**config.mk**
```make
export PLATFORM = sky130hd
export DESIGN_NAME = block_engine
export DESIGN_NICKNAME = d
export VERILOG_FILES = /design/src/common/mem_pkg.sv /design/src/common/wb_pkg.sv /design/src/block_engine/block_engine.sv
export SDC_FILE = /design/constraint.sdc
export NUM_CORES = 1
export LEC_CHECK = 0
export BUFFER_PORTS_ARGS = -buffer_cell sky130_fd_sc_hd__buf_2
export CAP_MARGIN = 20
export CORE_ASPECT_RATIO = 0.75
export CORE_UTILIZATION = 50
export DETAILED_ROUTE_END_ITERATION = 6
export PLACE_DENSITY_LB_ADDON = 0.15
export SETUP_SLACK_MARGIN = 0.3
export SLEW_MARGIN = 0
export SYNTH_ARGS = -nofsm -noshare
export SYNTH_HDL_FRONTEND = slang
export SYNTH_SLANG_ARGS = --single-unit
```
**constraint.sdc**
```tcl
create_clock -name porta_clk -period 2.9 [get_ports porta_clk]
set_clock_uncertainty 0.1 [all_clocks]
set_input_delay 0.435 -clock porta_clk [delete_from_list [all_inputs] [get_ports porta_clk]]
set_output_delay 0.435 -clock porta_clk [all_outputs]
set_load 0.03 [all_outputs]
```
**src/common/mem_pkg.sv**
```systemverilog
`default_nettype none

package mem_pkg;

	////////////////////////////////////////////////////////////
	// Scratchpad array geometry

	// Word width shared by both RAM ports and the bus data path
	localparam int DATA_WIDTH = 32;

	// Number of words in the scratchpad
	localparam int DEPTH = 256;

	// Word address width, also the memory part of the bus address
	localparam int ADDR_BITS = $clog2(DEPTH);

	////////////////////////////////////////////////////////////
	// Read timing

	// Cycles from a port enable to valid dout on that port
	// 1 means a single output register
	// 2 adds a second pipeline stage behind it
	localparam int READ_LATENCY = 1;

endpackage

`default_nettype wire

```
**src/common/wb_pkg.sv**
```systemverilog
`default_nettype none

package wb_pkg;

	////////////////////////////////////////////////////////////
	// Bus address map

	// Word address width on the Wishbone side
	// Top bit picks the register window, the rest index memory words
	localparam int WB_ADR_BITS = 9;

	// Register offsets inside the register window
	localparam logic [WB_ADR_BITS-2:0] REG_BASE   = 8'd0;
	localparam logic [WB_ADR_BITS-2:0] REG_LENGTH = 8'd1;
	localparam logic [WB_ADR_BITS-2:0] REG_VALUE  = 8'd2;
	localparam logic [WB_ADR_BITS-2:0] REG_CMD    = 8'd3;
	localparam logic [WB_ADR_BITS-2:0] REG_STATUS = 8'd4;
	localparam logic [WB_ADR_BITS-2:0] REG_RESULT = 8'd5;

	////////////////////////////////////////////////////////////
	// Engine command and FSM encodings

	// Opcode field, low two bits of a REG_CMD write
	typedef enum logic [1:0] {
		OP_NONE = 2'd0,
		OP_FILL = 2'd1,
		OP_SUM  = 2'd2
	} engine_op_e;

	// Bus slave FSM
	typedef enum logic [1:0] {
		BR_IDLE,
		BR_READ_WAIT,
		BR_ACK
	} bridge_state_e;

	// Block engine FSM
	typedef enum logic [1:0] {
		EN_IDLE,
		EN_FILL,
		EN_SUM_ISSUE,
		EN_SUM_DRAIN
	} engine_state_e;

endpackage

`default_nettype wire

```
**src/block_engine/block_engine.sv**
```systemverilog
`default_nettype none

module block_engine (
	input wire                                porta_clk,
	input wire                                rst_n,

	input wire                                eng_start,
	input var wb_pkg::engine_op_e             eng_op,
	input wire [mem_pkg::ADDR_BITS-1:0]       eng_base,
	input wire [mem_pkg::ADDR_BITS:0]         eng_length,
	input wire [mem_pkg::DATA_WIDTH-1:0]      eng_value,
	output logic                              eng_busy,
	output logic [mem_pkg::DATA_WIDTH-1:0]    eng_result,

	output logic                              ram_b_en,
	output logic                              ram_b_we,
	output logic [mem_pkg::ADDR_BITS-1:0]     ram_b_addr,
	output logic [mem_pkg::DATA_WIDTH-1:0]    ram_b_din,
	input wire [mem_pkg::DATA_WIDTH-1:0]      ram_b_dout
);

	wb_pkg::engine_state_e                   state;
	logic [mem_pkg::ADDR_BITS-1:0]           addr_q;
	logic [mem_pkg::ADDR_BITS:0]             remain_q;
	logic [mem_pkg::DATA_WIDTH-1:0]          value_q;

	// One bit per read in flight, oldest at the top
	logic [mem_pkg::READ_LATENCY-1:0]        vld_q;
	logic [mem_pkg::READ_LATENCY:0]          vld_ext;

	logic                                    fill_go;
	logic                                    issue;
	logic                                    accept;

	////////////////////////////////////////////////////////////
	// Port B drive

	// A start while busy is simply not seen
	assign accept  = eng_start && (state == wb_pkg::EN_IDLE);

	assign fill_go = (state == wb_pkg::EN_FILL) && (remain_q != '0);
	assign issue   = (state == wb_pkg::EN_SUM_ISSUE) && (remain_q != '0);

	assign ram_b_en   = fill_go || issue;
	assign ram_b_we   = fill_go;
	assign ram_b_addr = addr_q;
	assign ram_b_din  = value_q;

	assign eng_busy = (state != wb_pkg::EN_IDLE);

	// Top bit marks a read whose data is on ram_b_dout this cycle
	assign vld_ext = {vld_q, issue};

	////////////////////////////////////////////////////////////
	// Control FSM

	always_ff @(posedge porta_clk) begin
		if (!rst_n) begin
			state      <= wb_pkg::EN_IDLE;
			remain_q   <= '0;
			vld_q      <= '0;
			eng_result <= '0;
		end else begin
			vld_q <= vld_ext[mem_pkg::READ_LATENCY-1:0];

			// Accumulate returning words, wraps modulo 2^32
			if (vld_ext[mem_pkg::READ_LATENCY]) begin
				eng_result <= eng_result + ram_b_dout;
			end

			// One word per port B access
			if (ram_b_en) begin
				remain_q <= remain_q - 1'b1;
			end

			case (state)
				wb_pkg::EN_IDLE: begin
					if (accept) begin
						remain_q <= eng_length;
						if (eng_op == wb_pkg::OP_FILL) begin
							state <= wb_pkg::EN_FILL;
						end else if (eng_op == wb_pkg::OP_SUM) begin
							state      <= wb_pkg::EN_SUM_ISSUE;
							eng_result <= '0;
						end
						// OP_NONE and unknown codes leave the engine idle
					end
				end

				// Length 0 lands here with nothing to write
				wb_pkg::EN_FILL: begin
					if (remain_q <= 1) begin
						state <= wb_pkg::EN_IDLE;
					end
				end

				wb_pkg::EN_SUM_ISSUE: begin
					if (remain_q == '0) begin
						state <= wb_pkg::EN_IDLE;
					end else if (remain_q == 1) begin
						// Last read issued, collect the tail
						state <= wb_pkg::EN_SUM_DRAIN;
					end
				end

				// Leave once the landing word is the last one in flight
				wb_pkg::EN_SUM_DRAIN: begin
					if (vld_ext[mem_pkg::READ_LATENCY-1:0] == '0) begin
						state <= wb_pkg::EN_IDLE;
					end
				end

				default: state <= wb_pkg::EN_IDLE;
			endcase
		end
	end

	////////////////////////////////////////////////////////////
	// Address and fill data

	// Address wraps at DEPTH by its width
	always_ff @(posedge porta_clk) begin
		if (accept) begin
			addr_q  <= eng_base;
			value_q <= eng_value;
		end else if (ram_b_en) begin
			addr_q <= addr_q + 1'b1;
		end
	end

endmodule

`default_nettype wire

```
Yosys cells after proc, flatten, opt, wreduce, memory -nomap -nowiden
Index checks and enable logic that the tools add are counted.
{ "classes": {"add_sub_neg": 3, "mul": 0, "n_div": 0, "n_lt_le_gt_ge": 1, "n_eq_ne": 11, "shift": 0, "mux": 18, "bitwise_logic": 0, "n_reduce_logical": 10} }
{ "op_table": {"columns": ["op", "count"], "rows": [
  ["$mux W32", 5],
  ["$add A32 B32 Y32", 1],
  ["$mux W9", 3],
  ["$mux W8", 2],
  ["$mux W2", 7],
  ["$eq A9 B1 Y1 const B", 1],
  ["$le A9 B1 Y1 const B", 1],
  ["$logic_not A9 Y1", 1],
  ["$reduce_bool A9 Y1", 1],
  ["$sub A9 B1 Y9 const B", 1],
  ["$add A8 B1 Y8 const B", 1],
  ["$pmux W2 S4", 1],
  ["$eq A2 B2 Y1 const B", 3],
  ["$ne A3 B1 Y1 const B", 2],
  ["$reduce_and A5 Y1", 1],
  ["$eq A2 B1 Y1 const B", 2],
  ["$ne A2 B2 Y1 const B", 2],
  ["$reduce_bool A2 Y1", 2],
  ["$logic_and A1 B1 Y1", 3],
  ["$logic_not A2 Y1", 1],
  ["$ne A2 B1 Y1 const B", 1],
  ["$logic_or A1 B1 Y1", 1]
]} }
{ "totals": {"regBits": 84, "latchBits": 0, "ramBits": 0, "mem_bits_ro": 0, "inputBits": 86, "output_inout_bits": 75, "elab_cells": 49, "mem_count": 0} }

Logic depth before layout (Yosys ltp)
Gate-level depths: netlist (run 1).
{ "depth": {"depth_word": 6, "ltp_mapped": 11} }

Worst setup path before layout (run 1)
OpenSTA, ideal clock, no wires.
{ "synth_path": {"path_type": "reg-to-reg", "from": "register eng_result[4] (netlist bit)", "to": "register eng_result[31] (netlist bit)", "arrival_ns": 2.569, "required_ns": 2.685, "slack_ns": 0.116, "path_stages_with_launch": 11, "period_less_slack_ns": 2.784, "path_cell_list": "dfxtp_1 > ha_1 > and2_1 > a221oi_2 > a21o_4 > a2111oi_4 > o31ai_2 > o21ai_2 > or3_1 > and4_1 > o21a_1"} }
{ "synth_between": {"elab_chain_len": 6} }
{ "synth_lines": {"columns": ["item", "line", "rtl"], "rows": [
  ["start: declaration", "block_engine.sv:13", "output logic [mem_pkg::DATA_WIDTH-1:0] eng_result,"],
  ["start signal: assignment", "block_engine.sv:68", "eng_result <= eng_result + ram_b_dout;"],
  ["$add A32 B32 Y32 *", "block_engine.sv:68", null],
  ["$mux W32 *", "block_engine.sv:67", "if (vld_ext[mem_pkg::READ_LATENCY]) begin"],
  ["$mux W32", "block_engine.sv:82", "end else if (eng_op == wb_pkg::OP_SUM) begin"],
  ["$mux W32", "block_engine.sv:80", "if (eng_op == wb_pkg::OP_FILL) begin"],
  ["$mux W32", "block_engine.sv:78", "if (accept) begin"],
  ["$mux W32 *", "block_engine.sv:76", "case (state)"]
]} }
Every way passes the cells marked *; elsewhere a longest branch is shown, timed or not.
A chain may end at the register's enable or synchronous reset.

Final worst setup path (run 1)
{ "layout_path": {"from": "register eng_result[22] (netlist bit)", "to": "register eng_result[31] (netlist bit)"} }
Same word-level chain as after synthesis.

==> flow_summary.ini, run 1 <==
[power_and_ir_drop]
vdd_drop_max_uv = 373
finalPower_uw = 3280
p_sw_frac = 0.300
pwr-share-comb = 0.211
internal-power_uw = 2300
power.density_nw_per_um2 = 504
p_leak_uw = 0.00297
power_frac_seq = 0.425
power_frac_clock = 0.364
p_sw_uw = 983

[worst_setup_path]
required_ns = 3.03
cp_max_fo = 6
rrSetupSlack_ns = 0.27
crit_path_end_kind = flop
start_kind = flop
r2r-end = eng_result[31]
worst_ep_arrival_time_ns = 2.76
reg2reg_from = eng_result[22]
reg2reg_depth = 10
worstSetupPathType = flop to flop

[synth]
syn-num-nets = 596
synth_cell_types = 60
syn_avg_cell_area_um2 = 10.1
ys_warn_count = 0
synth_top_cell_by_area = edfxtp_1
ys_ff_latch = 84
async_flop_share = 0
ys.flop_type = dfxtp_1
synthCells = 475
synth_edf_count = 40
yosys-top-cells-area = edfxtp_1 25%, dfxtp_1 18%, ha_1 8.9%
yosys.area.top_type_share = 0.251
synth_area_um2 = 4780
seq_area_frac_synth = 0.435

[job]
maxCapViolCount = 0

[global_route]
grt_antenna_before_repair = 0
overflow = 0
grt_pass1_vias = 3962
grt.total_usage = 0.242
grt_pass1_wl_um = 18600
grt_max_degree = 48

[final_layout]
fin_util = 0.711
postLayoutCellArea_um2 = 6510
nets = 781
final_common_cell = buf_2
layout-drive-gt1-share = 0.402
antennaDiodeCount = 0
syn_to_final_growth_pct = 36.2
layout.cells.most_common_list = 160 x buf_2, 40 x edfxtp_1, 37 x nor2_1, 37 x nand2_1, 33 x dfxtp_1

[min_path]
worstHoldEndpoint = ram_b_din[21]
hp-class = primary input to flop
min_path_cells = 1
min_from = eng_value[21]

[die]
initial_utilization = 0.522
die_w_um = 115
fp.coreArea_um2 = 9160
io_pins = 161
die_y_um = 86.7
dieArea_um2 = 9960
rows = 30

[sta]
relSlewSlack = 0.457
fmax_mhz = 380
fin_crit_sh = 0.907
tns_ns = 0
final_hold_viol_count = 0
worst_pin_slew_ns = 0.813
rsz0062_at_grt = yes
drv_slew = 0
finalHoldWorstSlack_ns = 0.171
setup_viol = 0
post-route-min-period_ns = 2.63

[drt]
drtIter0Drc = 247
firstDrtPassIters = 5
ant_nets = 0
vias = 4222
wl_per_cell_um = 15.4
routed_wl_um = 12200
drc = 0
via_per_inst = 5.32

[cts]
cts.clk_slew.worst_paths_ns = 0.07
cts_root_buf = clkbuf_16
htreeDepth = 3
cts.sinks = 84
cts_tree = built
clock_latency_ns = 0.34
cts_buffer_depth = 2
numCtsBuffers = 9

[placement]
gp_congestion = 0.903
port_buffers = 160
dpl-instance-area_um2 = 5870
place.detailed.hpwl_um = 8750

[run_status]
run_status = complete, no violations
what timing repair did:
action / CTS / global route
hold endpoints to repair: 0 / 0
gates resized for setup: 6 / 35
hold buffers: 0 / 0
setup endpoints to repair: 7 / 16
pin swaps: 3 / 31
buffers inserted: 1 / 14
logic make-up after synthesis:
| kind of cell | synth area share |
|---|---|
| buf+inv | 0.0246 |
| mux | 0.0398 |
| simple gates | 0.163 |
| fa+ha+maj | 0.0932 |
| compound gates | 0.173 |
| xor+xnor | 0.0714 |
| flops | 0.435 |
critical path: stages (launching register included):
cell and delay [ns]:
dfxtp_2 0.34, ha_4 0.26, a21o_1 0.17, a21o_1 0.18, a21oi_2 0.18, nand3b_1 0.14
o31ai_4 0.36, o21ai_2 0.11, or3_4 0.33, and4_1 0.18, o21a_1 0.16
metal layers:
layer	share of wire	vias to the layer above	track usage
li1	-	2115	-
met1	0.46	1953	0.316
met2	0.47	143	0.397
met3	0.060	11	0.0559
met4	0.011	0	0.0838
met5	0	-	0
cell usage after synthesis, drive strengths merged, types with 2 or more instances:
library cell,n
a31oi,4
nor3,7
clkbuf,9
and2,3
and3,7
o31ai,5
inv,14
a21boi,4
nor3b,3
nand2,37
nor2b,6
o21ai,30
nand3b,12
a21oi,28
edfxtp,40
or3,5
o211a,7
nor2,38
nand2b,4
or2,3
a2111oi,2
or4,2
o21a,3
mux2i,19
nand3,19
xnor2,17
xor2,22
a21o,20
a211oi,4
o21bai,4
dfxtp,44
o31a,3
a221oi,2
buf,2
ha,34
worst max-delay path by stage:
stage,start,endpoint,slack (ns),cells after the start
5_1_grt,eng_result[22],eng_result[31],0.22,10
2_1_floorplan,eng_result[17],eng_result[31],0.29,10
3_3_place_gp,ram_b_dout[0],eng_result[16],0.05,12
3_5_place_dp,ram_b_dout[18],eng_result[31],0.004,11
6_report,eng_result[22],eng_result[31],0.27,10
4_1_cts,eng_result[18],eng_result[31],0.27,10
cell type report:
cell class,instances,area (um2)
Clock inverter,7,81.3
Timing Repair Buffer,186,1010
Tap cell,128,160
Fill cell,737,2650
Multi-Input combinational cell,365,2880
Sequential cell,84,2100
Clock buffer,9,225
Inverter,14,52.6
power by group through the flow:
stage                     Clock, uW  Sequential [uW]  Combinational (uW)
after floorplan                   0             1550                 319
after global placement            0             1420                 634
after detailed placement          0             1420                 645
after CTS                      1220             1400                 652
after global routing           1250             1410                 752
final                          1190             1400                 691
state kept, by name (all words and copies together), names as in the netlist:
name and count:
vld_q 1, remain_q 9, eng_result 32, state 2
ram_b_din 32, ram_b_addr 8
stage by stage:
step	instances	worst slack, ns
floorplan	475	0.294
global placement	762	0.0456
detailed placement	762	0.00403
CTS	779	0.268
global route	793	0.215
finish	793	0.269
Power figures use the tool's default switching activity.
==> run 2, diff against run 1 <==
Settings changed: BUFFER_PORTS_ARGS -buffer_cell sky130_fd_sc_hd__buf_2 to default, DONT_BUFFER_PORTS from default to 1.
==> run 2 against run 1 <==
  * Sequential cell count unchanged
  * Sequential share of layout area up 3.5 points
  * First-iteration DRC count shrank 38%
  * Largest cell class unchanged
  * Largest power group unchanged
  * Highest routed layer unchanged
==> flow_summary.ini, run 2 (synthesis gave the netlist of run 1 again) <==
[run_status]
run_status = complete, no violations

[placement]
gp_congestion = 0.872
port_buffers = 0
pre_cts_ws_ns = 0.0915
dpl.cell_count = 624
place.detailed.hpwl_um = 8180

[worst_setup_path]
path_delay_family = compound AO/OA/AOI/OAI gates
crit_buf_inv = 1
start_kind = flop
cp_cell_sequence = ha_4 -> fa_2 -> a21o_1 -> a21o_1 -> a21oi_2 -> o21ai_4 -> a21oi_4 -> buf_4 -> o31ai_2 -> xor2_1 -> mux2i_1 -> nor2_1
worst_ep_arrival_time_ns = 2.71
required_ns = 3.00
cp_slowest_stage_delay_ns = 0.39
cpMostUsedCell = a21o_1
cp_max_fo = 5
crit_path_end_kind = flop
crit_slowest_cell = dfxtp_4
worstSetupPathType = flop to flop

[final_layout]
layout.cells.non_filler = 655
nets = 643
antennaDiodeCount = 0
layout-drive-gt1-share = 0.233
final_common_cell = buf_4
fill_cells = 769
multi_input_area_um2 = 2880
syn_to_final_growth_pct = 22.5
layout.cells.most_common_list = 47 x buf_4, 40 x edfxtp_1, 37 x nand2_1
regArea_um2 = 2100

[die]
io_pins = 161
dieArea_um2 = 9960
die_y_um = 86.7
die_w_um = 115
initial_utilization = 0.522
fp.coreArea_um2 = 9160
rows = 30

[cts]
cts.sinks = 84
cts_root_buf = clkbuf_16
cts_tree = built
cts_buffer_depth = 2
numCtsBuffers = 9
cts.clk_slew.worst_paths_ns = 0.07
clock_latency_ns = 0.34
htreeDepth = 3
cts_hold_buf = 0

[drt]
drc = 0
firstDrtPassIters = 4
drtIter0Drc = 154
ant_nets = 0
routed_wl_um = 11400
wl_per_cell_um = 17.5
via_per_inst = 5.67
vias = 3716

[global_route]
grt_antenna_before_repair = 0
grt_pass1_wl_um = 17100
grt.total_usage = 0.224
grt_max_degree = 48
grt_pass1_vias = 3454
overflow = 0

[sta]
fin_crit_sh = 0.900
post-route-min-period_ns = 2.61
final_hold_viol_count = 0
setup_viol = 0
relSlewSlack = 0.441
tns_ns = 0
setup_ws_ns = 0.289
fmax_mhz = 383
drv_slew = 0
worst_pin_slew_ns = 0.837
rsz0062_at_grt = yes

[power_and_ir_drop]
power.density_nw_per_um2 = 540
vdd_drop_max_uv = 296
p_leak_uw = 0.00241

[min_path]
hp-class = primary input to flop

[job]
maxCapViolCount = 0
-- run 2: cell types whose count changed in the layout (fill, tap and decap cells not counted), moves of 2 or more --
cell,previous run,this run
a21oi_1,22,24
buf_2,160,0
buf_4,25,47
dfxtp_1,33,35
ha_1,19,21
ha_4,13,11
nand3_2,2,0
-- run 2: power by group --
| part | internal, uW | switching (uW) |
|---|---|---|
| combinational | 197 | 258 |
| clock | 679 | 507 |
| sequential | 1350 | 179 |
-- run 2: metal layers --
layer / up-vias / part of all wire / GRT usage / wire length, um
met5: - / 0 / 0 / 0
met4: 0 / 0.0087 / 0.0626 / 99
met3: 7 / 0.076 / 0.0769 / 865
met2: 133 / 0.47 / 0.357 / 5370
met1: 1751 / 0.45 / 0.287 / 5100
li1: 1825 / - / - / -
-- run 2: path summary, 6_finish.rpt --
| kind | slack [ns] | end | startpoint | cells past startpoint |
|---|---|---|---|---|
| setup / recovery | 0.29 | eng_result[28] | eng_result[0] | 12 |
| hold / removal | 0.09 | ram_b_din[4] | eng_value[4] | 0 |
| setup reg to reg | 0.29 | eng_result[28] | eng_result[0] | 12 |
| hold reg to reg | 0.38 | remain_q[8] | remain_q[8] | 2 |
-- run 2: final cells by class --
cell class	instances	area share
flip-flops and latches	84	0.358
repair buffers	48	0.0622
clock buffers	9	0.0384
clock inverters	7	0.0143
well taps	128	0.0273
multi-input cells	365	0.491
inverters	14	0.00897
-- run 2: timing repair --
action | 4_1_cts | 5_1_grt
setup endpoints to repair | 9 | 14
setup buffers | 3 | 12
resized for setup | 8 | 32
pin swaps | 6 | 21
-- run 2: worst register-to-register path, delay by kind of cell (launching register included) --
family | cells | cell delay [ns]
AO/OA/AOI/OAI | 6 | 0.97
adder cells (fa/ha/maj) | 2 | 0.53
flip-flops | 1 | 0.39
buffers and inverters | 1 | 0.14
XOR/XNOR | 1 | 0.14
multiplexers | 1 | 0.13
AND/OR/NAND/NOR | 1 | 0.05
-- run 2: stage by stage --
step	power (uW)	util	hold slack, ns	area [um2]
after floorplan	1860	-	0.355	4890
after global placement	1950	0.572	0.368	5240
after detailed placement	1960	0.572	0.381	5240
after CTS	3150	0.611	0.0754	5600
after global routing	3280	0.640	0.0723	5860
final	3170	0.640	0.0875	5860
