## config.mk

```make
export PLATFORM = sky130hd
export DESIGN_NAME = wb_ram_bridge
export DESIGN_NICKNAME = d
export VERILOG_FILES = /design/src/common/mem_pkg.sv /design/src/common/wb_pkg.sv /design/src/hdl/wb_ram_bridge.sv
export SDC_FILE = /design/constraint.sdc
export NUM_CORES = 1
export LEC_CHECK = 0
export ABC_AREA = 1
export BUFFER_PORTS_ARGS = -buffer_cell sky130_fd_sc_hd__buf_2
export CORE_UTILIZATION = 45
export CTS_BUF_LIST = sky130_fd_sc_hd__clkbuf_16
export CTS_CLUSTER_SIZE = 12
export DETAILED_ROUTE_END_ITERATION = 8
export PLACE_DENSITY_LB_ADDON = 0.12
export SLEW_MARGIN = 30
export SYNTH_ARGS = -nofsm -noshare
export SYNTH_HDL_FRONTEND = slang
export SYNTH_SLANG_ARGS = --single-unit
```

## constraint.sdc

```tcl
create_clock -name porta_clk -period 4.6 [get_ports porta_clk]
set_input_delay 0.46 -clock porta_clk [delete_from_list [all_inputs] [get_ports porta_clk]]
set_output_delay 0.46 -clock porta_clk [all_outputs]
set_load 0.005 [all_outputs]
```

## src/common/mem_pkg.sv

```systemverilog
`default_nettype none

package mem_pkg;

	////////////////////////////////////////////////////////////
	// Scratchpad array geometry

	// Word width shared by both RAM ports and the bus data path
	localparam int DATA_WIDTH = 32;

	// Number of words in the scratchpad
	localparam int DEPTH = 256;

	// Word address width, also the memory part of the bus address
	localparam int ADDR_BITS = $clog2(DEPTH);

	////////////////////////////////////////////////////////////
	// Read timing

	// Cycles from a port enable to valid dout on that port
	// 1 means a single output register
	// 2 adds a second pipeline stage behind it
	localparam int READ_LATENCY = 1;

endpackage

`default_nettype wire

```

## src/common/wb_pkg.sv

```systemverilog
`default_nettype none

package wb_pkg;

	////////////////////////////////////////////////////////////
	// Bus address map

	// Word address width on the Wishbone side
	// Top bit picks the register window, the rest index memory words
	localparam int WB_ADR_BITS = 9;

	// Register offsets inside the register window
	localparam logic [WB_ADR_BITS-2:0] REG_BASE   = 8'd0;
	localparam logic [WB_ADR_BITS-2:0] REG_LENGTH = 8'd1;
	localparam logic [WB_ADR_BITS-2:0] REG_VALUE  = 8'd2;
	localparam logic [WB_ADR_BITS-2:0] REG_CMD    = 8'd3;
	localparam logic [WB_ADR_BITS-2:0] REG_STATUS = 8'd4;
	localparam logic [WB_ADR_BITS-2:0] REG_RESULT = 8'd5;

	////////////////////////////////////////////////////////////
	// Engine command and FSM encodings

	// Opcode field, low two bits of a REG_CMD write
	typedef enum logic [1:0] {
		OP_NONE = 2'd0,
		OP_FILL = 2'd1,
		OP_SUM  = 2'd2
	} engine_op_e;

	// Bus slave FSM
	typedef enum logic [1:0] {
		BR_IDLE,
		BR_READ_WAIT,
		BR_ACK
	} bridge_state_e;

	// Block engine FSM
	typedef enum logic [1:0] {
		EN_IDLE,
		EN_FILL,
		EN_SUM_ISSUE,
		EN_SUM_DRAIN
	} engine_state_e;

endpackage

`default_nettype wire

```

## src/hdl/wb_ram_bridge.sv

```systemverilog
`default_nettype none

module wb_ram_bridge (
	input wire                                porta_clk,
	input wire                                rst_n,

	input wire                                wb_cyc,
	input wire                                wb_stb,
	input wire                                wb_we,
	input wire [wb_pkg::WB_ADR_BITS-1:0]      wb_adr,
	input wire [mem_pkg::DATA_WIDTH-1:0]      wb_dat_i,
	output logic [mem_pkg::DATA_WIDTH-1:0]    wb_dat_o,
	output logic                              wb_ack,

	output logic                              ram_a_en,
	output logic                              ram_a_we,
	output logic [mem_pkg::ADDR_BITS-1:0]     ram_a_addr,
	output logic [mem_pkg::DATA_WIDTH-1:0]    ram_a_din,
	input wire [mem_pkg::DATA_WIDTH-1:0]      ram_a_dout,

	output logic                              eng_start,
	output wb_pkg::engine_op_e                eng_op,
	output logic [mem_pkg::ADDR_BITS-1:0]     eng_base,
	output logic [mem_pkg::ADDR_BITS:0]       eng_length,
	output logic [mem_pkg::DATA_WIDTH-1:0]    eng_value,
	input wire                                eng_busy,
	input wire [mem_pkg::DATA_WIDTH-1:0]      eng_result
);

	wb_pkg::bridge_state_e                 state;
	logic [1:0]                            wait_cnt;
	logic [mem_pkg::DATA_WIDTH-1:0]        base_q;
	logic [mem_pkg::DATA_WIDTH-1:0]        length_q;
	logic [mem_pkg::DATA_WIDTH-1:0]        value_q;
	logic [mem_pkg::DATA_WIDTH-1:0]        reg_rdata;
	logic [wb_pkg::WB_ADR_BITS-2:0]        word_idx;
	logic                                  reg_win;
	logic                                  req;

	////////////////////////////////////////////////////////////
	// Decode

	// New transfers are only taken from idle
	assign req      = wb_cyc && wb_stb && (state == wb_pkg::BR_IDLE);
	assign reg_win  = wb_adr[wb_pkg::WB_ADR_BITS-1];
	assign word_idx = wb_adr[wb_pkg::WB_ADR_BITS-2:0];

	// Port A is driven straight from the bus in the request cycle
	assign ram_a_en   = req && !reg_win;
	assign ram_a_we   = ram_a_en && wb_we;
	assign ram_a_addr = word_idx;
	assign ram_a_din  = wb_dat_i;

	// One ack cycle per transfer
	assign wb_ack = (state == wb_pkg::BR_ACK);

	// Engine sees the low bits of the setup registers
	assign eng_base   = base_q[mem_pkg::ADDR_BITS-1:0];
	assign eng_length = length_q[mem_pkg::ADDR_BITS:0];
	assign eng_value  = value_q;

	// Register readback mux
	always_comb begin
		case (word_idx)
			wb_pkg::REG_BASE:   reg_rdata = base_q;
			wb_pkg::REG_LENGTH: reg_rdata = length_q;
			wb_pkg::REG_VALUE:  reg_rdata = value_q;
			wb_pkg::REG_CMD:    reg_rdata = {{(mem_pkg::DATA_WIDTH-2){1'b0}}, eng_op};
			wb_pkg::REG_STATUS: reg_rdata = {{(mem_pkg::DATA_WIDTH-1){1'b0}}, eng_busy};
			wb_pkg::REG_RESULT: reg_rdata = eng_result;
			default:            reg_rdata = '0;
		endcase
	end

	////////////////////////////////////////////////////////////
	// Transfer FSM and setup registers

	always_ff @(posedge porta_clk) begin
		if (!rst_n) begin
			state     <= wb_pkg::BR_IDLE;
			wait_cnt  <= '0;
			eng_start <= 1'b0;
			eng_op    <= wb_pkg::OP_NONE;
			base_q    <= '0;
			length_q  <= '0;
			value_q   <= '0;
		end else begin
			// Start is a single cycle strobe
			eng_start <= 1'b0;
			case (state)
				wb_pkg::BR_IDLE: begin
					if (req && reg_win) begin
						if (wb_we) begin
							case (word_idx)
								wb_pkg::REG_BASE:   base_q   <= wb_dat_i;
								wb_pkg::REG_LENGTH: length_q <= wb_dat_i;
								wb_pkg::REG_VALUE:  value_q  <= wb_dat_i;
								wb_pkg::REG_CMD: begin
									// Forwarded even while busy, engine decides
									eng_start <= 1'b1;
									eng_op    <= wb_pkg::engine_op_e'(wb_dat_i[1:0]);
								end
								default: begin
									// Writes to read-only offsets are dropped
								end
							endcase
						end
						state <= wb_pkg::BR_ACK;
					end else if (req && wb_we) begin
						state <= wb_pkg::BR_ACK;
					end else if (req) begin
						// Memory read, wait out the RAM latency
						wait_cnt <= 2'(mem_pkg::READ_LATENCY - 1);
						state    <= wb_pkg::BR_READ_WAIT;
					end
				end
				wb_pkg::BR_READ_WAIT: begin
					if (wait_cnt == 2'd0) begin
						state <= wb_pkg::BR_ACK;
					end else begin
						wait_cnt <= wait_cnt - 2'd1;
					end
				end
				wb_pkg::BR_ACK: state <= wb_pkg::BR_IDLE;
				default:        state <= wb_pkg::BR_IDLE;
			endcase
		end
	end

	// Read data, captured the cycle before ack
	always_ff @(posedge porta_clk) begin
		if (req && reg_win && !wb_we) begin
			wb_dat_o <= reg_rdata;
		end else if (state == wb_pkg::BR_READ_WAIT && wait_cnt == 2'd0) begin
			wb_dat_o <= ram_a_dout;
		end
	end

endmodule

`default_nettype wire

```

* Word level (Yosys, flattened, before mapping)
Cells that the tools add are included.
** Storage, ports and cells
- Flip-flop bits (word level) :: 135
- Word-level logic and storage cells :: 58
** Cells by class
- Add/sub/neg operators :: 1
- Eq/ne operators :: 13
- Multiplexer cells :: 14
- Reduce and logical (&&, ||, !) cells :: 22
** Operators by type and width (count)
- $pmux 32 s6 :: 1
- $mux 32 :: 2
- $reduce_and 4->1 :: 5
- $eq 8x2->1 const B :: 2
- $eq 8x3->1 const B :: 2
- $mux 2 :: 8
- $ne 2x2->1 const B :: 5
- $eq 8x1->1 const B :: 1
- $logic_and 1x1->1 :: 8
- $logic_not 8->1 :: 1
- $pmux 2 s2 :: 2
- $reduce_and 5->1 :: 1
- $logic_not 2->1 :: 2
- $ne 4x2->1 const B :: 1
- $reduce_bool 2->1 :: 2
- $eq 2x1->1 const B :: 1
- $eq 2x2->1 const B :: 1
- $logic_not 1->1 :: 2
- $reduce_and 2->1 :: 1
- $sub 2x1->2 const B :: 1
- $mux 1 :: 1

* Logic depth before layout (Yosys ltp)
Gate-level depths: netlist of the first run.
- Word-level depth :: 6
- Depth in mapped cells :: 9
- Mapped depth without buffers :: 8

* Worst setup path after synthesis of the first run
Ideal clock, no wire load.
- Path kind :: register to register
- Start point :: register state[0]
- End point :: register wb_dat_o[0] in the netlist's numbering (enable)
- Arrival time :: 2924 ps
- Required time :: 4134 ps
- Slack :: 1210 ps
- Cell stages (with the launch flop) :: 5
- Buffers on the path :: 0
- Period minus slack after synthesis :: 3390 ps
- Path through :: dfxtp_1 > inv_1 > nor2_1 > inv_1 > o21ai_0
** On the way
- Word-level cells in the longest chain between the ends :: 5
** RTL lines
- start: declaration :: line wb_ram_bridge.sv:30 : wb_pkg::bridge_state_e state;
- start signal: assignment :: line wb_ram_bridge.sv:80 : state <= wb_pkg::BR_IDLE;
- start signal: assignment :: line wb_ram_bridge.sv:108 : state <= wb_pkg::BR_ACK;
- start signal: assignment :: line wb_ram_bridge.sv:110 : state <= wb_pkg::BR_ACK;
- $logic_not 2->1 :: line wb_ram_bridge.sv:44 : assign req = wb_cyc && wb_stb && (state == wb_pkg::BR_IDLE);
- $logic_and 1x1->1 :: line wb_ram_bridge.sv:44
- $logic_and 1x1->1 (2 in series) :: line wb_ram_bridge.sv:132 : if (req && reg_win && !wb_we) begin
- $reduce_bool 2->1 (no line) (*)
- end signal: assignment :: line wb_ram_bridge.sv:133 : wb_dat_o <= reg_rdata;
- end signal: assignment :: line wb_ram_bridge.sv:135 : wb_dat_o <= ram_a_dout;
- end: declaration :: line wb_ram_bridge.sv:12 : output logic [mem_pkg::DATA_WIDTH-1:0] wb_dat_o,
Mark *: on every way between the ends. The rest lies on a longest branch, timed or not.
A chain may end at the register's enable or synchronous reset.

* Worst setup path after layout of the first run
- Start point :: register state[1]
- End point :: register length_q[21] in the netlist's numbering
** On the way
- Word-level cells in the longest chain between the ends :: 4
** RTL lines
- $logic_not 2->1 (*) :: line wb_ram_bridge.sv:44, wb_ram_bridge.sv:90
- $logic_and 1x1->1 :: line wb_ram_bridge.sv:44
- $logic_and 1x1->1 :: line wb_ram_bridge.sv:92 : if (req && reg_win) begin
- $reduce_and 4->1 (no line) (*)
- end signal: assignment :: line wb_ram_bridge.sv:96 : wb_pkg::REG_LENGTH: length_q <= wb_dat_i;
- end: declaration :: line wb_ram_bridge.sv:33 : logic [mem_pkg::DATA_WIDTH-1:0] length_q;
Marks and branches as above.

==> summary by stage, run 1 <==
Critical path
Measured in cells, the most critical reg-to-reg path has a length of 7. The setup slack on the worst flop-to-flop path is about 1.8 ns. The class of the most critical setup path is reg2reg. The critical register-to-register path endpoint is length_q[21]. The reg-to-reg startpoint is state[1]. The maximum fanout along the worst path is 39.

The worst path required time is 4.88 ns. On the worst path, the slowest cell contributes a delay of approximately 0.7 ns. STA classifies the critical path startpoint as a flop.

The slowest stage of the critical path belongs to the cell sky130_fd_sc_hd__nand4_1. The critical path goes through nor2_4 > nand3_4 > inv_2 > nand4_1 > buf_4 > nand2_1 > a21oi_1. Data on the critical path arrives at its endpoint at roughly 3.1 ns. The kind of capture point of the worst setup path is a flop.

Floorplanning
The vertical extent of the die is approximately 120 µm. The top-level I/O count is around 240. The width of the chip is 124 µm. The die covers approximately 15000 µm². The core region is 14500 µm². In this run the core area contains between 40 and 50 standard-cell rows. For this configuration, the core starts out at a cell density of around 46%.

Route
The initial detailed-routing violation count is ~570. The number of nets with antenna violations after routing is 0. For this run, the detailed router's first-pass iteration total came to 6. Summing over every cut layer, the via total after detailed routing is ~6700. In the routed layout, each cell is associated on average with a via count of around 5.4. The post-detailed-route wirelength per cell is between 15 and 20 µm.

In the routed design, unresolved DRC markers number 0. The total detailed-routing wirelength is a little over 20000 µm.

Worst hold path
The worst hold path depth is 3. In this run the most critical hold path is launched from ram_a_dout[31]. For hold timing, the worst endpoint is wb_dat_o[31]. The worst hold path belongs to the class in2reg.

Pwr
The leakage power total is about 0.0034 µW. IR analysis of the VDD net gives a maximum drop of around 250 µV. For this design the ratio of total power to cell area is between 300 and 400 nW/µm².

STA
The final critical path takes up around three fifths of the cycle. Setup violations remaining at the end of the flow were counted as 0. The maximum achievable frequency is between 300 and 400 MHz. For the finished layout, the period the worst path requires is about 2.8 ns. The number of slew-limit violations in the final report is 0. The final hold violation count came to 0. The worst slew slack as a fraction of its limit is 34.2%. For the final routed database, the setup TNS stands at 0 ns.

Setup repair after global routing left no endpoint under its margin. The slew at the pin closest to its max-slew limit is 0.985 ns. Across the routed clock network, the largest skew measured is about 0.015 ns.

Clock network
The clock insertion delay at the later pin of the skew report is 0.43 ns. The H-tree was split into 4 levels. The hold-fix buffer count after cts is 0. The number of clock sinks is ~140.

The maximum buffer depth of the clock tree is 2. In this run, CTS created clock tree buffers numbering 17. The clock tree root driver cell is sky130_fd_sc_hd__clkbuf_16.

The clock tree from TritonCTS is done. Post-CTS timing repair inserted 0 buffers for setup. Clock-pin slew was measured on the worst setup and hold paths at around 0.06 ns. The post-CTS resize count is 0.

Status
The run finished with clean final reports.

Flow run
The max-capacitance violation count is 0.

Place
The count of buffers added on input and output ports is around 240. Once detailed placement completed, the half-perimeter wirelength came to 12600 µm. Summing all placed instances gives a cell area of 7480 µm². Routability-driven placement finished with a final weighted congestion of slightly above 0.8.

Layout
The leading cell type in the layout, fill and taps excluded is sky130_fd_sc_hd__nand2_1. The number of antenna diodes in the final layout is 0. The final design area excluding fillers is between 8000 and 9000 µm². The net count of the finished layout is approximately 1100.

From synthesis to final layout, the design area changed by 20.7%. Of the cells placed in the final design, the portion with a size suffix greater than 1 is 27.9%. The flip-flop and latch area is around 3000 µm². Measured on the finished design, the core utilization comes to ~56%.

In the final layout, the multi-input gates occupy 2850 µm². In the layout the commonest cells are sky130_fd_sc_hd__nand2_1, sky130_fd_sc_hd__buf_2, sky130_fd_sc_hd__nand3_1, sky130_fd_sc_hd__dfxtp_1, sky130_fd_sc_hd__a21oi_1. Fill cells in the final layout number roughly 1400.

Synth
Each instance of the synthesized netlist takes up on average about 7.5 µm². The sequential share of the synthesized area is between 40% and 50%. The number of warnings printed during yosys synthesis is 0.

The netlist area before placement is 6670 µm². By area the synthesized netlist is led by sky130_fd_sc_hd__dfxtp_1, sky130_fd_sc_hd__nand2_1, sky130_fd_sc_hd__edfxtp_1, sky130_fd_sc_hd__nand3_1, sky130_fd_sc_hd__a21oi_1. The net count after synthesis is roughly 1000. The number of synthesized register bits is 135. The netlist uses 24 different library cells. The top-area cell type share of the netlist area is 30.9%. The dominant cell type by area after synthesis is sky130_fd_sc_hd__dfxtp_1. The synthesized netlist cell count is slightly below 900.

Global routing
The leftover overflow at the end of global routing is 0. The maximum number of pins on one net before global-route repair is 65. The total global routing track utilization is 26.9%. The via count of the first global-routing pass is ~6000. The first global-routing pass estimated between 30000 and 40000 µm of wire.

The number of antenna violations at the first check in global routing came to 0.
-- layer usage --
layer / GRT usage [%] / share of wire (%) / vias to the layer above
met3: 5.59 / 6.9 / 17
met5: 0 / 0 / -
met4: 8.36 / 1.0 / 0
met1: 35.4 / 43 / 3176
met2: 44.0 / 49 / 287
li1: - / - / 3233
-- metrics by stage --
step / total power, µW / setup WS (ns) / hold slack, ns / std cells
2_1_floorplan: 1360 / 1.21 / 0.440 / 893
3_3_place_gp: 1440 / 1.60 / 0.449 / 1199
3_5_place_dp: 1450 / 1.69 / 0.453 / 1202
4_1_cts: 2770 / 1.90 / 0.298 / 1234
5_1_grt: 2850 / 1.64 / 0.301 / 1234
6_report: 2760 / 1.82 / 0.306 / 1234
-- where the power goes --
group	internal [µW]	total, µW	leakage, µW	switching (µW)
logic	68.8	193	0.00200	124
registers	1230	1230	0.00112	2.64
clock network	833	1340	0.000286	507
-- how the worst max path moves through the flow --
| stage | from | end | slack, ns | cells past startpoint |
|---|---|---|---|---|
| final | state[1] | length_q[21] | 1.82 | 7 |
| after global routing | state[1] | length_q[0] | 1.64 | 7 |
| after CTS | state[1] | length_q[16] | 1.90 | 7 |
| after detailed placement | wb_cyc | base_q[12] | 1.69 | 8 |
| after global placement | wb_adr[1] | length_q[3] | 1.60 | 9 |
| after floorplan | state[0] | wb_dat_o[0] | 1.21 | 4 |
-- cells by family (layout without fill, tap and decap cells) --
kind of cell,count (synthesis),after routing,share of synthesized area [%]
DFF,135,135,45.3
buffers and inverters,145,302,12.3
and+or+nand+nor,507,507,34.1
AOI/OAI and AO/OA,105,105,7.99
adders and majority gates,1,1,0.188
-- critical path: cells and delay by family, from the launching register on --
family / cells / cell delay [ns]
flops: 1 / 0.34
buf+inv: 2 / 1.11
simple gates: 4 / 1.10
compound gates: 1 / 0.06
-- flip-flops by register name, indices dropped and copies added, names as in the netlist --
| register | flops |
|---|---|
| eng_start | 1 |
| length_q | 32 |
| eng_value | 32 |
| state | 2 |
| wait_cnt | 2 |
| eng_op | 2 |
| wb_dat_o | 32 |
| base_q | 32 |
-- layout make-up --
cell class              count  area share [%]
multi-input cells         613            35.4
inverters                  22            1.06
well taps                 184            2.86
repair buffers            248            16.0
clock inverters            15            1.79
flip-flops and latches    135            37.6
clock buffers              17            5.29
-- synth_stat cells --
| master | number |
|---|---|
| sky130_fd_sc_hd__nor3_4 | 2 |
| sky130_fd_sc_hd__o21ai_0 | 4 |
| sky130_fd_sc_hd__dfxtp_1 | 103 |
| sky130_fd_sc_hd__nand3_4 | 1 |
| sky130_fd_sc_hd__nand3_1 | 103 |
| sky130_fd_sc_hd__edfxtp_1 | 32 |
| sky130_fd_sc_hd__nor2_4 | 3 |
| sky130_fd_sc_hd__o211a_1 | 1 |
| sky130_fd_sc_hd__nand4_1 | 66 |
| sky130_fd_sc_hd__nor2_2 | 1 |
| sky130_fd_sc_hd__a21oi_1 | 99 |
| sky130_fd_sc_hd__nor2_1 | 22 |
| sky130_fd_sc_hd__o21bai_1 | 1 |
| sky130_fd_sc_hd__inv_1 | 15 |
| sky130_fd_sc_hd__buf_1 | 5 |
| sky130_fd_sc_hd__nand3_2 | 1 |
| sky130_fd_sc_hd__nand2_2 | 2 |
| sky130_fd_sc_hd__clkbuf_1 | 23 |
| sky130_fd_sc_hd__nand2_1 | 303 |
| sky130_fd_sc_hd__inv_2 | 7 |
| sky130_fd_sc_hd__ha_1 | 1 |
| sky130_fd_sc_hd__nor3_1 | 3 |
| sky130_fd_sc_hd__buf_4 | 64 |
| sky130_fd_sc_hd__buf_2 | 31 |
(Power assumes the default switching activity.)
==> run 2, diff against run 1 <==
--- a/config.mk
+++ b/config.mk
@@ -5,7 +5,7 @@
 export SDC_FILE = /design/constraint.sdc
 export NUM_CORES = 1
 export LEC_CHECK = 0
-export ABC_AREA = 1
+export ABC_AREA = 0
 export BUFFER_PORTS_ARGS = -buffer_cell sky130_fd_sc_hd__buf_2
 export CORE_UTILIZATION = 45
 export CTS_BUF_LIST = sky130_fd_sc_hd__clkbuf_16
==> constraint.sdc (replaced) <==
create_clock -name porta_clk -period 2.6 [get_ports porta_clk]
set_input_delay 0.26 -clock porta_clk [delete_from_list [all_inputs] [get_ports porta_clk]]
set_output_delay 0.26 -clock porta_clk [all_outputs]
set_load 0.005 [all_outputs]
==> summary by stage, run 2 <==
Layout
The flip-flop and latch area is between 3000 and 4000 µm². The net total in the final layout is 999. The post-route netlist has roughly 33% of its cells at a drive strength greater than 1. Relative to the synthesized area, the layout overhead comes to 23.8%. The total area of multi-input combinational cells is approximately 2800 µm². The number of fillers in the final layout is around 1300. The final design area excluding fillers is slightly above 8000 µm². The leading cell type in the layout, fill and taps excluded is sky130_fd_sc_hd__buf_2. Cells fill 57.7% of the core in the end. In the layout the commonest cells are sky130_fd_sc_hd__buf_2, sky130_fd_sc_hd__nand2_1, sky130_fd_sc_hd__dfxtp_1.

STA
The number of slew-limit violations in the final report is 0. The total setup violations reported at the end of the flow is 0. In the final timing run, aggregate negative setup slack is 0 ns.

The slew at the pin closest to its max-slew limit is approximately 0.8 ns. For this run, the top clock speed supported by timing is about 500 MHz. The worst slew slack as a fraction of its limit is between 40% and 50%. After layout, the minimum clock period comes to about 2.0 ns. The final period utilization is 77.0%.

Setup repair after global routing left no endpoint under its margin. The worst clock skew on the final layout is 0.00531 ns. The final hold violation count is 0.

Place
Detailed placement finished with a half-perimeter wire length of between 10000 and 15000 µm. After detailed placement, the total cell area comes to between 7000 and 8000 µm². In this run the tool buffered the top-level ports with 237 buffer cells. The weighted congestion at the end of routability-driven global placement is 0.833.

Status
The flow ran to the end, and the final reports show no timing, DRC or antenna violations.

Critical path
For the worst setup path, the data arrival time is about 2.3 ns. The setup slack on the worst flop-to-flop path is 0.60 ns. Along the worst path, the maximum fanout reaches 12.

The critical register-to-register path endpoint is wb_dat_o[27]. STA classifies the critical path endpoint as a flop. Data on the critical path is required at its endpoint by 2.88 ns. The worst setup path is of the reg2reg kind. For the worst flop-to-flop path, the logic depth is 6. The startpoint identified for the worst register-to-register timing path is state[0]. STA classifies the critical path startpoint as a flop.

Synth
sky130_fd_sc_hd__nand2_1 is the most common cell in the netlist. The top cell type by area accounts for a little under a third of the synthesized area. Sequential elements use about 46% of the synthesized area.

The number of warnings printed during yosys synthesis is 0. The synthesized design contains 135 register bits. Each instance of the synthesized netlist takes up on average a little over 9 µm².

sky130_fd_sc_hd__dfxtp_1 takes more of the synthesized area than any other cell. The netlist area before placement is about 6500 µm². The top flip-flop cell by instance count after synthesis is sky130_fd_sc_hd__dfxtp_1. The share of flip-flops with an asynchronous set or reset is 0%. The synthesized netlist contains 46 unique library cells.

By area the synthesized netlist is led by sky130_fd_sc_hd__dfxtp_1, sky130_fd_sc_hd__edfxtp_1, sky130_fd_sc_hd__nand2_1, sky130_fd_sc_hd__mux2i_1, sky130_fd_sc_hd__buf_4. Counting instances in the post-synthesis netlist gives the leading cell types as sky130_fd_sc_hd__nand2_1, sky130_fd_sc_hd__dfxtp_1, sky130_fd_sc_hd__a21oi_1. The number of nets handed over by synthesis was roughly 830. The synthesized netlist cell count is 716.

The synthesized design contains 32 enable-type register cells.

Global routing
The leftover overflow at the end of global routing is 0. The via count of the first global-routing pass was 5517. Entering global routing, the biggest net connects between 40 and 50 pins. Global routing used a little over a quarter of the available tracks. The number of antenna violations at the first check in global routing is 1. The wire length of the first global-routing pass is 30000 µm.

Route
The routed via count divided by cell count is ~5.4. The post-detailed-route wirelength per cell is approximately 18 µm. The number of nets with antenna violations after routing is 0. The number of detailed-route iterations in the first pass is 5.

The initial detailed-routing violation count is a little under 500. For this run, design rule violations remaining after detail routing come to 0. For this block, the routed nets add up to ~20000 µm of wire. The routed layout has around 5800 vias.

Pwr
IR analysis of the VDD net gives a maximum drop of 374 µV. The cell area power density is around 590 nW/µm². The leakage power total is between 0.003 and 0.004 µW.

Clock network
The hold-fix buffer count after cts is 0. The tree is rooted in a sky130_fd_sc_hd__clkbuf_16. The post-CTS resize count is 0. The number of H-tree branching levels is 4. TritonCTS built the clock tree.

The clock insertion delay at the later pin of the skew report is 0.42 ns. The number of clock sinks is ~140. The setup fix buffers added after clock tree synthesis is 0.

After clock tree synthesis, the clock-pin slew on the worst setup and hold paths is about 0.060 ns. The maximum buffer depth of the clock tree is 2. TritonCTS created 17 clock buffers.

Worst hold path
The path class of the tightest hold or removal check is in2reg. The worst min-delay path startpoint is wb_dat_i[2]. The endpoint of the worst hold path is eng_value[2].

The worst hold path was traced through 3 stages.

Floorplanning
The die covers 15000 µm². The vertical extent of the die is 122 µm. The starting utilization of the core area is 46.6%. For this design the top-level I/O count stands at between 200 and 250.

In this run the standard cell core region covers approximately 14000 µm². The site row count is 43. The width of the chip is between 100 and 150 µm.

Flow run
Max-cap violations in this run came to 0.
[run 2: power by group]
part | internal, µW | total (µW) | switching [µW] | leakage, µW
sequential | 2170 | 2170 | 4.70 | 0.00112
combinational | 178 | 383 | 205 | 0.00193
clock | 1380 | 2230 | 855 | 0.000278
total | 3720 | 4790 | 1060 | 0.00333
[run 2: worst max-delay path by stage]
stage                          from      endpoint  slack, ns  cells past startpoint
after global placement    wb_adr[1]  wb_dat_o[14]       0.32                      4
after global routing       state[0]  wb_dat_o[14]       0.50                      6
after floorplan            state[0]   wb_dat_o[0]       0.43                      6
after detailed placement  wb_adr[1]  wb_dat_o[14]       0.28                      4
final                      state[0]  wb_dat_o[27]       0.60                      6
after CTS                  state[0]  wb_dat_o[27]       0.60                      6
[run 2: worst max-delay path: stages, from the launching register on]
cell                        delay, ns
sky130_fd_sc_hd__dfxtp_1         0.35
sky130_fd_sc_hd__nor4bb_1        0.28
sky130_fd_sc_hd__buf_4           0.21
sky130_fd_sc_hd__nand3b_4        0.13
sky130_fd_sc_hd__a2111oi_4       0.47
sky130_fd_sc_hd__buf_4           0.27
sky130_fd_sc_hd__a22o_1          0.15
[run 2: through the flow]
stage	std cells	hold WS (ns)	power (µW)	setup WS [ns]
after CTS	1079	0.104	4800	0.600
after floorplan	716	0.399	2420	0.426
final	1081	0.116	4790	0.599
after detailed placement	1047	0.441	2600	0.278
after global routing	1081	0.104	4940	0.499
after global placement	1047	0.437	2590	0.319
[run 2: area by class of cell]
type / count / share of cell area [%]
diodes: 1 / 0.0310
clock buffers: 17 / 5.27
clock inverters: 15 / 1.50
inverters: 4 / 0.186
multi-input cells: 467 / 35.1
flip-flops and latches: 135 / 37.5
well taps: 180 / 2.79
repair buffers: 262 / 17.6
[run 2: cell families after synthesis]
group,count (synthesis),share of synthesized area [%]
multiplexers,50,8.06
AND/OR/NAND/NOR,250,17.0
AO/OA/AOI/OAI,166,18.0
adder cells (fa/ha/maj),1,0.192
flip-flops,135,46.4
buffers and inverters,114,10.3
[run 2: metal layers]
layer | global-route usage [%] | wire, µm | vias to the layer above
met2 | 42.3 | 8960 | 256
met1 | 37.2 | 9110 | 2745
met4 | 8.31 | 238 | 0
met3 | 4.28 | 1340 | 19
li1 | - | - | 2811
met5 | 0 | 0 | -
